===== src/logic/rv32i_config.svh =====
`ifndef RV32I_CONFIG_SVH
`define RV32I_CONFIG_SVH

// Data word width
`define RV_XLEN 32

// Architectural register count and index width
`define RV_NUM_REGS 32
`define RV_REG_IDX_W 5

// PC value held in the pipeline registers after reset
`define RV_RESET_PC 32'h0000_0000

`endif


===== src/logic/rv32i_pkg.sv =====
`include "rv32i_config.svh"

package rv32i_pkg;

    typedef logic [`RV_XLEN-1:0] rv32i_word;
    typedef logic [`RV_REG_IDX_W-1:0] rv32i_reg;

    // Major opcodes, bits [6:0] of the instruction word
    typedef enum logic [6:0] {
        op_lui   = 7'b0110111,
        op_auipc = 7'b0010111,
        op_jal   = 7'b1101111,
        op_jalr  = 7'b1100111,
        op_br    = 7'b1100011,
        op_load  = 7'b0000011,
        op_store = 7'b0100011,
        op_imm   = 7'b0010011,
        op_reg   = 7'b0110011,
        op_csr   = 7'b1110011
    } rv32i_opcode_t;

    typedef enum logic [2:0] {
        alu_add = 3'b000,
        alu_sll = 3'b001,
        alu_sra = 3'b010,
        alu_sub = 3'b011,
        alu_xor = 3'b100,
        alu_srl = 3'b101,
        alu_or  = 3'b110,
        alu_and = 3'b111
    } alu_ops_t;

    // Encoded as the branch funct3 field so branches pass it straight through
    typedef enum logic [2:0] {
        beq  = 3'b000,
        bne  = 3'b001,
        blt  = 3'b100,
        bge  = 3'b101,
        bltu = 3'b110,
        bgeu = 3'b111
    } branch_funct3_t;

    typedef enum logic {
        a1_rs1 = 1'b0,
        a1_pc  = 1'b1
    } alumux1_sel_t;

    typedef enum logic [2:0] {
        a2_i_imm = 3'b000,
        a2_u_imm = 3'b001,
        a2_b_imm = 3'b010,
        a2_s_imm = 3'b011,
        a2_j_imm = 3'b100,
        a2_rs2   = 3'b101
    } alumux2_sel_t;

    typedef enum logic {
        cmp_rs2   = 1'b0,
        cmp_i_imm = 1'b1
    } cmpmux_sel_t;

    // Source of the value that is eventually written back
    typedef enum logic [1:0] {
        rf_alu   = 2'b00,
        rf_br_en = 2'b01,
        rf_u_imm = 2'b10
    } regfile_sel_t;

    typedef struct packed {
        rv32i_opcode_t  opcode;
        alu_ops_t       aluop;
        branch_funct3_t cmpop;
        logic           load_regfile;
        logic           mem_read;
        logic           mem_write;
        regfile_sel_t   regfile_sel;
        rv32i_reg       rd;
    } rv32i_control_word;

endpackage


===== src/logic/id_ex_if.sv =====
`timescale 1ns/1ns

interface id_ex_if import rv32i_pkg::*; ();

    rv32i_control_word ctrl;
    rv32i_word         instr;
    rv32i_word         pc;
    rv32i_word         alu_in_1;
    rv32i_word         alu_in_2;
    rv32i_word         cmp_in;
    rv32i_word         rs1_val;
    rv32i_word         rs2_val;

    modport decode (
        output ctrl, instr, pc, alu_in_1, alu_in_2, cmp_in, rs1_val, rs2_val
    );

    modport execute (
        input ctrl, instr, pc, alu_in_1, alu_in_2, cmp_in, rs1_val, rs2_val
    );

endinterface


===== src/logic/regfile.sv =====
`timescale 1ns/1ns
`include "rv32i_config.svh"

module regfile import rv32i_pkg::*;
(
    input  logic                     clk,
    input  logic                     rst,
    input  logic                     load,
    input  rv32i_word                in,
    input  logic [`RV_REG_IDX_W-1:0] src_a,
    input  logic [`RV_REG_IDX_W-1:0] src_b,
    input  logic [`RV_REG_IDX_W-1:0] dest,
    output rv32i_word                reg_a,
    output rv32i_word                reg_b
);

    rv32i_word data [`RV_NUM_REGS];

    logic wr_en;

    // x0 is never written, so it can read straight from the array
    assign wr_en = load && (dest != '0);

    always_ff @(posedge clk)
    begin
        if (rst)
        begin
            for (int i = 0; i < `RV_NUM_REGS; i++)
            begin
                data[i] <= '0;
            end
        end
        else if (wr_en)
        begin
            data[dest] <= in;
        end
    end

    // Same-cycle bypass lets decode see the value writeback is storing
    assign reg_a = (wr_en && (src_a == dest)) ? in : data[src_a];
    assign reg_b = (wr_en && (src_b == dest)) ? in : data[src_b];

endmodule


===== src/logic/control_rom.sv =====
`timescale 1ns/1ns

module control_rom import rv32i_pkg::*;
(
    input  rv32i_word         data,
    output rv32i_control_word ctrl,
    output alumux1_sel_t      alumux1_sel,
    output alumux2_sel_t      alumux2_sel,
    output cmpmux_sel_t       cmpmux_sel
);

    rv32i_opcode_t opcode;
    logic [2:0]    funct3;
    logic          funct7_5;

    assign opcode   = rv32i_opcode_t'(data[6:0]);
    assign funct3   = data[14:12];
    assign funct7_5 = data[30];

    always_comb
    begin
        ctrl              = '0;
        ctrl.opcode       = opcode;
        ctrl.aluop        = alu_add;
        ctrl.cmpop        = beq;
        ctrl.regfile_sel  = rf_alu;
        alumux1_sel       = a1_rs1;
        alumux2_sel       = a2_i_imm;
        cmpmux_sel        = cmp_rs2;

        unique case (opcode)
            op_lui:
            begin
                ctrl.load_regfile = 1'b1;
                ctrl.regfile_sel  = rf_u_imm;
                alumux2_sel       = a2_u_imm;
            end
            op_auipc:
            begin
                ctrl.load_regfile = 1'b1;
                alumux1_sel       = a1_pc;
                alumux2_sel       = a2_u_imm;
            end
            // Only the jump target is formed here, the link value comes from fetch
            op_jal:
            begin
                alumux1_sel = a1_pc;
                alumux2_sel = a2_j_imm;
            end
            op_jalr:
            begin
                alumux2_sel = a2_i_imm;
            end
            op_br:
            begin
                ctrl.cmpop  = branch_funct3_t'(funct3);
                alumux1_sel = a1_pc;
                alumux2_sel = a2_b_imm;
            end
            op_load:
            begin
                ctrl.load_regfile = 1'b1;
                ctrl.mem_read     = 1'b1;
            end
            op_store:
            begin
                ctrl.mem_write = 1'b1;
                alumux2_sel    = a2_s_imm;
            end
            op_imm, op_reg:
            begin
                ctrl.load_regfile = 1'b1;
                if (opcode == op_reg)
                begin
                    alumux2_sel = a2_rs2;
                end
                else
                begin
                    cmpmux_sel = cmp_i_imm;
                end
                case (funct3)
                    3'b000: ctrl.aluop = (opcode == op_reg && funct7_5) ? alu_sub : alu_add;
                    3'b001: ctrl.aluop = alu_sll;
                    3'b010:
                    begin
                        ctrl.cmpop       = blt;
                        ctrl.regfile_sel = rf_br_en;
                    end
                    3'b011:
                    begin
                        ctrl.cmpop       = bltu;
                        ctrl.regfile_sel = rf_br_en;
                    end
                    3'b100: ctrl.aluop = alu_xor;
                    3'b101: ctrl.aluop = funct7_5 ? alu_sra : alu_srl;
                    3'b110: ctrl.aluop = alu_or;
                    default: ctrl.aluop = alu_and;
                endcase
            end
            // System instructions and unknown opcodes write nothing
            default:
            begin
                ctrl.load_regfile = 1'b0;
            end
        endcase

        if (ctrl.load_regfile)
        begin
            ctrl.rd = data[11:7];
        end
    end

endmodule


===== src/logic/instruction_decode.sv =====
`timescale 1ns/1ns
`include "rv32i_config.svh"

module instruction_decode import rv32i_pkg::*;
(
    input  logic                     clk,
    input  logic                     rst,
    input  logic                     stall,
    input  rv32i_word                pc,
    input  rv32i_word                instr,
    input  rv32i_word                wb_data,
    input  logic [`RV_REG_IDX_W-1:0] wb_rd,
    input  logic                     wb_load,
    id_ex_if.decode                  id_ex
);

    rv32i_word i_imm;
    rv32i_word s_imm;
    rv32i_word b_imm;
    rv32i_word u_imm;
    rv32i_word j_imm;

    rv32i_control_word ctrl;
    alumux1_sel_t      alumux1_sel;
    alumux2_sel_t      alumux2_sel;
    cmpmux_sel_t       cmpmux_sel;

    rv32i_word reg_a;
    rv32i_word reg_b;
    rv32i_word alu_in_1;
    rv32i_word alu_in_2;
    rv32i_word cmp_in;

    // ******************************************************************
    // Immediate formats
    // ******************************************************************

    assign i_imm = {{21{instr[31]}}, instr[30:20]};
    assign s_imm = {{21{instr[31]}}, instr[30:25], instr[11:7]};
    assign b_imm = {{20{instr[31]}}, instr[7], instr[30:25], instr[11:8], 1'b0};
    assign u_imm = {instr[31:12], 12'h000};
    assign j_imm = {{12{instr[31]}}, instr[19:12], instr[20], instr[30:21], 1'b0};

    regfile i_regfile (
        .clk   (clk),
        .rst   (rst),
        .load  (wb_load),
        .in    (wb_data),
        .src_a (instr[19:15]),
        .src_b (instr[24:20]),
        .dest  (wb_rd),
        .reg_a (reg_a),
        .reg_b (reg_b)
    );

    control_rom i_control_rom (
        .data        (instr),
        .ctrl        (ctrl),
        .alumux1_sel (alumux1_sel),
        .alumux2_sel (alumux2_sel),
        .cmpmux_sel  (cmpmux_sel)
    );

    // ******************************************************************
    // Operand selection
    // ******************************************************************

    always_comb
    begin
        alu_in_1 = (alumux1_sel == a1_pc) ? pc : reg_a;

        unique case (alumux2_sel)
            a2_i_imm: alu_in_2 = i_imm;
            a2_u_imm: alu_in_2 = u_imm;
            a2_b_imm: alu_in_2 = b_imm;
            a2_s_imm: alu_in_2 = s_imm;
            a2_j_imm: alu_in_2 = j_imm;
            default:  alu_in_2 = reg_b;
        endcase

        cmp_in = (cmpmux_sel == cmp_i_imm) ? i_imm : reg_b;
    end

    // ID/EX boundary
    always_ff @(posedge clk)
    begin
        if (rst)
        begin
            id_ex.ctrl     <= '0;
            id_ex.instr    <= '0;
            id_ex.pc       <= `RV_RESET_PC;
            id_ex.alu_in_1 <= '0;
            id_ex.alu_in_2 <= '0;
            id_ex.cmp_in   <= '0;
            id_ex.rs1_val  <= '0;
            id_ex.rs2_val  <= '0;
        end
        else if (!stall)
        begin
            id_ex.ctrl     <= ctrl;
            id_ex.instr    <= instr;
            id_ex.pc       <= pc;
            id_ex.alu_in_1 <= alu_in_1;
            id_ex.alu_in_2 <= alu_in_2;
            id_ex.cmp_in   <= cmp_in;
            id_ex.rs1_val  <= reg_a;
            id_ex.rs2_val  <= reg_b;
        end
    end

endmodule


===== src/logic/execute.sv =====
`timescale 1ns/1ns
`include "rv32i_config.svh"

module execute import rv32i_pkg::*;
(
    input  logic                     clk,
    input  logic                     rst,
    input  logic                     stall,
    id_ex_if.execute                 id_ex,
    output rv32i_word                alu_out,
    output rv32i_word                rs2_out,
    output rv32i_word                pc_out,
    output logic                     br_en,
    output logic                     load_regfile,
    output logic                     mem_read,
    output logic                     mem_write,
    output logic [`RV_REG_IDX_W-1:0] rd
);

    rv32i_word  alu_result;
    rv32i_word  wb_value;
    rv32i_word  store_data;
    logic [4:0] shamt;
    logic       cmp_out;
    logic       take;

    assign shamt = id_ex.alu_in_2[4:0];

    always_comb
    begin
        unique case (id_ex.ctrl.aluop)
            alu_add: alu_result = id_ex.alu_in_1 + id_ex.alu_in_2;
            alu_sll: alu_result = id_ex.alu_in_1 << shamt;
            alu_sra: alu_result = rv32i_word'($signed(id_ex.alu_in_1) >>> shamt);
            alu_sub: alu_result = id_ex.alu_in_1 - id_ex.alu_in_2;
            alu_xor: alu_result = id_ex.alu_in_1 ^ id_ex.alu_in_2;
            alu_srl: alu_result = id_ex.alu_in_1 >> shamt;
            alu_or:  alu_result = id_ex.alu_in_1 | id_ex.alu_in_2;
            default: alu_result = id_ex.alu_in_1 & id_ex.alu_in_2;
        endcase

        case (id_ex.ctrl.cmpop)
            beq:     cmp_out = (id_ex.rs1_val == id_ex.cmp_in);
            bne:     cmp_out = (id_ex.rs1_val != id_ex.cmp_in);
            blt:     cmp_out = ($signed(id_ex.rs1_val) < $signed(id_ex.cmp_in));
            bge:     cmp_out = ($signed(id_ex.rs1_val) >= $signed(id_ex.cmp_in));
            bltu:    cmp_out = (id_ex.rs1_val < id_ex.cmp_in);
            bgeu:    cmp_out = (id_ex.rs1_val >= id_ex.cmp_in);
            default: cmp_out = 1'b0;
        endcase

        unique case (id_ex.ctrl.regfile_sel)
            rf_br_en: wb_value = {{(`RV_XLEN-1){1'b0}}, cmp_out};
            rf_u_imm: wb_value = id_ex.alu_in_2;
            default:  wb_value = alu_result;
        endcase

        // Jumps always redirect, conditional branches follow the comparator
        unique case (id_ex.ctrl.opcode)
            op_br:          take = cmp_out;
            op_jal, op_jalr: take = 1'b1;
            default:        take = 1'b0;
        endcase

        // Narrow stores replicate the low bytes across the data bus
        if (id_ex.ctrl.mem_write && id_ex.instr[14:12] == 3'b000)
            store_data = {4{id_ex.rs2_val[7:0]}};
        else if (id_ex.ctrl.mem_write && id_ex.instr[14:12] == 3'b001)
            store_data = {2{id_ex.rs2_val[15:0]}};
        else
            store_data = id_ex.rs2_val;
    end

    // EX/MEM boundary
    always_ff @(posedge clk)
    begin
        if (rst)
        begin
            alu_out      <= '0;
            rs2_out      <= '0;
            pc_out       <= `RV_RESET_PC;
            br_en        <= 1'b0;
            load_regfile <= 1'b0;
            mem_read     <= 1'b0;
            mem_write    <= 1'b0;
            rd           <= '0;
        end
        else if (!stall)
        begin
            alu_out      <= wb_value;
            rs2_out      <= store_data;
            pc_out       <= id_ex.pc;
            br_en        <= take;
            load_regfile <= id_ex.ctrl.load_regfile;
            mem_read     <= id_ex.ctrl.mem_read;
            mem_write    <= id_ex.ctrl.mem_write;
            rd           <= id_ex.ctrl.rd;
        end
    end

endmodule


===== src/logic/rv32i_id_ex_top.sv =====
`timescale 1ns/1ns
`include "rv32i_config.svh"

module rv32i_id_ex_top
(
    input  logic                     clk,
    input  logic                     rst,
    input  logic [`RV_XLEN-1:0]      pc,
    input  logic [`RV_XLEN-1:0]      instr,
    input  logic                     stall,
    input  logic [`RV_XLEN-1:0]      wb_data,
    input  logic [`RV_REG_IDX_W-1:0] wb_rd,
    input  logic                     wb_load,
    output logic [`RV_XLEN-1:0]      ex_alu_out,
    output logic                     ex_br_en,
    output logic [`RV_XLEN-1:0]      ex_rs2,
    output logic [`RV_REG_IDX_W-1:0] ex_rd,
    output logic                     ex_load_regfile,
    output logic                     ex_mem_read,
    output logic                     ex_mem_write,
    output logic [`RV_XLEN-1:0]      ex_pc
);

    id_ex_if id_ex ();

    instruction_decode i_instruction_decode (
        .clk     (clk),
        .rst     (rst),
        .stall   (stall),
        .pc      (pc),
        .instr   (instr),
        .wb_data (wb_data),
        .wb_rd   (wb_rd),
        .wb_load (wb_load),
        .id_ex   (id_ex.decode)
    );

    execute i_execute (
        .clk          (clk),
        .rst          (rst),
        .stall        (stall),
        .id_ex        (id_ex.execute),
        .alu_out      (ex_alu_out),
        .rs2_out      (ex_rs2),
        .pc_out       (ex_pc),
        .br_en        (ex_br_en),
        .load_regfile (ex_load_regfile),
        .mem_read     (ex_mem_read),
        .mem_write    (ex_mem_write),
        .rd           (ex_rd)
    );

endmodule


===== config.mk =====
export PLATFORM = sky130hd
export DESIGN_NAME = rv32i_id_ex_top
export DESIGN_NICKNAME = d
export VERILOG_FILES = /design/src/logic/rv32i_pkg.sv /design/src/logic/id_ex_if.sv /design/src/logic/regfile.sv /design/src/logic/control_rom.sv /design/src/logic/instruction_decode.sv /design/src/logic/execute.sv /design/src/logic/rv32i_id_ex_top.sv
export VERILOG_INCLUDE_DIRS = /design/src /design/src/logic
export SDC_FILE = /design/constraint.sdc
export NUM_CORES = 2
export LEC_CHECK = 0
export ABC_AREA = 1
export BUFFER_PORTS_ARGS = -buffer_cell sky130_fd_sc_hd__buf_2
export CAP_MARGIN = 5
export CORE_MARGIN = 2
export CORE_UTILIZATION = 39
export DETAILED_ROUTE_END_ITERATION = 16
export PLACE_DENSITY = 0.54
export SETUP_SLACK_MARGIN = 0.1
export SLEW_MARGIN = 20
export SYNTH_ARGS = -nofsm -noshare
export SYNTH_HDL_FRONTEND = slang
export SYNTH_HIERARCHICAL = 1
export SYNTH_SLANG_ARGS = --single-unit

===== constraint.sdc =====
create_clock -name clk -period 4.3 [get_ports clk]
set_input_delay 0.86 -clock clk [delete_from_list [all_inputs] [get_ports clk]]
set_output_delay 0.86 -clock clk [all_outputs]
set_load 0.01 [all_outputs]

==> results.cfg <==
[run_status]
status = finished clean

[cts]
clk_latency_ns = 0.85
cts_root_buf = clkbuf_16
numClockSinks = 1347
clockBufferDepth = 3
numCtsBuffers = 159
htree_levels = 4
clk_pin_slew_ns = 0.06
cts_tree = yes
hold_buffers = 0

[placed_design]
place_hpwl_um = 230000
numPortBuffers = 209
gp_congestion = 1.02
pre_cts_ws_ns = 0.368

[power]
max-vdd-ir-drop_mv = 0.363
power_mw = 34.8
power_frac_comb_pct = 17.7
switching_power_mw = 10.8
leakage_nw = 38.5
clkPwrFrac_pct = 38.4
intPower_mw = 24.0
powerDensity_mw_per_mm2 = 393
swShare_pct = 31.1
seqPwrFrac_pct = 44.0

[synth]
synth_area_mm2 = 0.0794
ys_warn_count = 6
syn-mean-instance-area_um2 = 7.28
syn_inst = 10900

[grt]
antenna_found_initial = 23
gr-usage-all-layers_pct = 32.9
grt_pass1_wl_um = 504000
grt_pass1_vias = 73700
grt_max_degree = 123
grt_overflow_total = 0

[floorplanning]
die_w_um = 455
ios = 210
core_mm2 = 0.202
die_h_um = 455
die-area_mm2 = 0.207
fp-row-count = 165
start_util_pct = 39.3

[min_path]
hold_class = input pin to register

[timing]
finalMaxSlewViolations = 0
timing.slew.headroom_pct = 23.4
clock_skew_ns = 0.0464
max_freq_mhz = 263
rsz0062_at_grt = false
final-setup-viol-count = 0
finalHoldViolCount = 0
worst_slack_ns = 0.492
min_period_ns = 3.81
tightest_slew_ns = 1.14
finalCritPeriodShare_pct = 88.6
tns_ns = 0

[worst_setup_path]
required_ns = 5.04
arrival_ns = 4.55
path_max_fanout = 7
worstSetupStartpointType = register
end_kind = register
critical_path_class = register to register

[cells_and_area]
multi_input_comb_area_mm2 = 0.0368
nets = 11000
syn_to_final_growth_pct = 11.7
drive_gt1_share_pct = 8.32
fill_cells = 20200
ff_latch_area_mm2 = 0.0372

[routing]
dr.pass1.iters = 6
wl_per_cell_um = 25.8
viasPerCell = 5.79
drc_errors = 0
dr_total_vias = 78500
drt-initial-drc-count = 10500
antenna_left = 0
wirelength_um = 349000

[flow_run]
maxCapViolCount = 0
==> cell type report <==
class | count | area share [%]
Inverter | 485 | 2.12
Clock buffer | 221 | 5.08
Antenna cell | 10 | 0.0282
Multi-Input combinational cell | 8236 | 41.6
Tap cell | 2672 | 3.77
Clock inverter | 68 | 0.648
Sequential cell | 1347 | 42.0
Timing Repair Buffer | 514 | 4.80
==> worst max-delay path, cell delays in order, from the launching register on <==
cell and delay, ns:
dfxtp_2 0.37, nor2_4 0.31, nand2_2 0.11, nor2_2 0.16, nand2_2 0.11, nor2_4 0.16, nand3_1 0.12, nor3_2 0.14
nand2_1 0.08, nand2_1 0.11, xor2_1 0.16, ha_1 0.31, a21oi_1 0.26, a21boi_1 0.26, a21boi_1 0.27, nor2_1 0.10
nor2_1 0.16, nand2_1 0.07, nand2_1 0.06, nand3_1 0.09, nand2_1 0.12, nand2_1 0.06, a21oi_1 0.11
==> power groups by stage <==
stage | registers (mW) | clock network [mW] | logic (mW)
after floorplan | 15.4 | 0 | 3.60
after global placement | 15.5 | 0 | 5.97
after detailed placement | 15.6 | 0 | 5.99
after CTS | 15.3 | 13.5 | 6.01
after global routing | 15.4 | 14.0 | 6.64
final | 15.3 | 13.4 | 6.15
==> cell usage in the layout (no fill, tap or decap), types with 39 or more instances in the layout <==
| master | count |
|---|---|
| nand2_2 | 49 |
| dfxtp_1 | 319 |
| nand3_1 | 1887 |
| inv_1 | 432 |
| o21ai_1 | 70 |
| buf_12 | 68 |
| nor3_1 | 41 |
| edfxtp_1 | 1024 |
| nor2_1 | 1561 |
| clkbuf_16 | 163 |
| buf_2 | 199 |
| clkinv_1 | 39 |
| o21ai_0 | 462 |
| a21oi_1 | 253 |
| nand2_1 | 3450 |
| o211ai_1 | 46 |
| ha_1 | 131 |
| buf_4 | 240 |
==> registers in the layout, summed over array words and instances, names as in the netlist, 5 cells and up <==
| signal | flops |
|---|---|
| i_execute/pc_out | 32 |
| i_execute/rs2_out | 32 |
| i_instruction_decode/id_ex.alu_in_1 | 32 |
| i_execute/alu_out | 32 |
| i_instruction_decode/i_regfile/data | 1024 |
| i_instruction_decode/id_ex.pc | 32 |
| i_instruction_decode/id_ex.ctrl | 23 |
| i_instruction_decode/id_ex.alu_in_2 | 32 |
| i_instruction_decode/id_ex.cmp_in | 32 |
| i_execute/rd | 5 |
| i_instruction_decode/id_ex.rs2_val | 32 |
| i_instruction_decode/id_ex.rs1_val | 32 |
==> metrics by stage <==
| stage | area (um2) | hold WS, ns | util (%) | cells |
|---|---|---|---|---|
| 5_1_grt | 88600 | 0.289 | 43.8 | 13500 |
| 2_1_floorplan | 79500 | 0.444 | - | 10900 |
| 6_report | 88600 | 0.314 | 43.9 | 13600 |
| 3_5_place_dp | 83500 | 0.464 | 41.3 | 13300 |
| 4_1_cts | 88600 | 0.263 | 43.8 | 13500 |
| 3_3_place_gp | 83500 | 0.458 | 41.3 | 13300 |
==> metal layers <==
metal	share of wire, %	track usage, %	up-vias
li1	-	-	35600
met1	41	44.9	37500
met2	43	49.3	4474
met3	9.7	5.59	876
met4	6.1	18.4	8
met5	0.012	0	-
==> worst paths after layout <==
check	start	endpoint	slack [ns]	cells past startpoint
worst max-delay path	i_instruction_decode/id_ex.alu_in_2[3]	i_execute/alu_out[30]	0.49	22
worst min-delay path	instr[0]	i_instruction_decode/id_ex.ctrl[16]	0.31	3
worst max register to register	i_instruction_decode/id_ex.alu_in_2[3]	i_execute/alu_out[30]	0.49	22
worst min register to register	i_execute/rs2_out[15]	i_execute/rs2_out[15]	0.48	2
==> timing repair <==
item	CTS	global route
setup endpoints to repair	0	3
buffers inserted	0	0
resized for setup	0	3
Note: power is estimated with default switching activity, not from simulation.
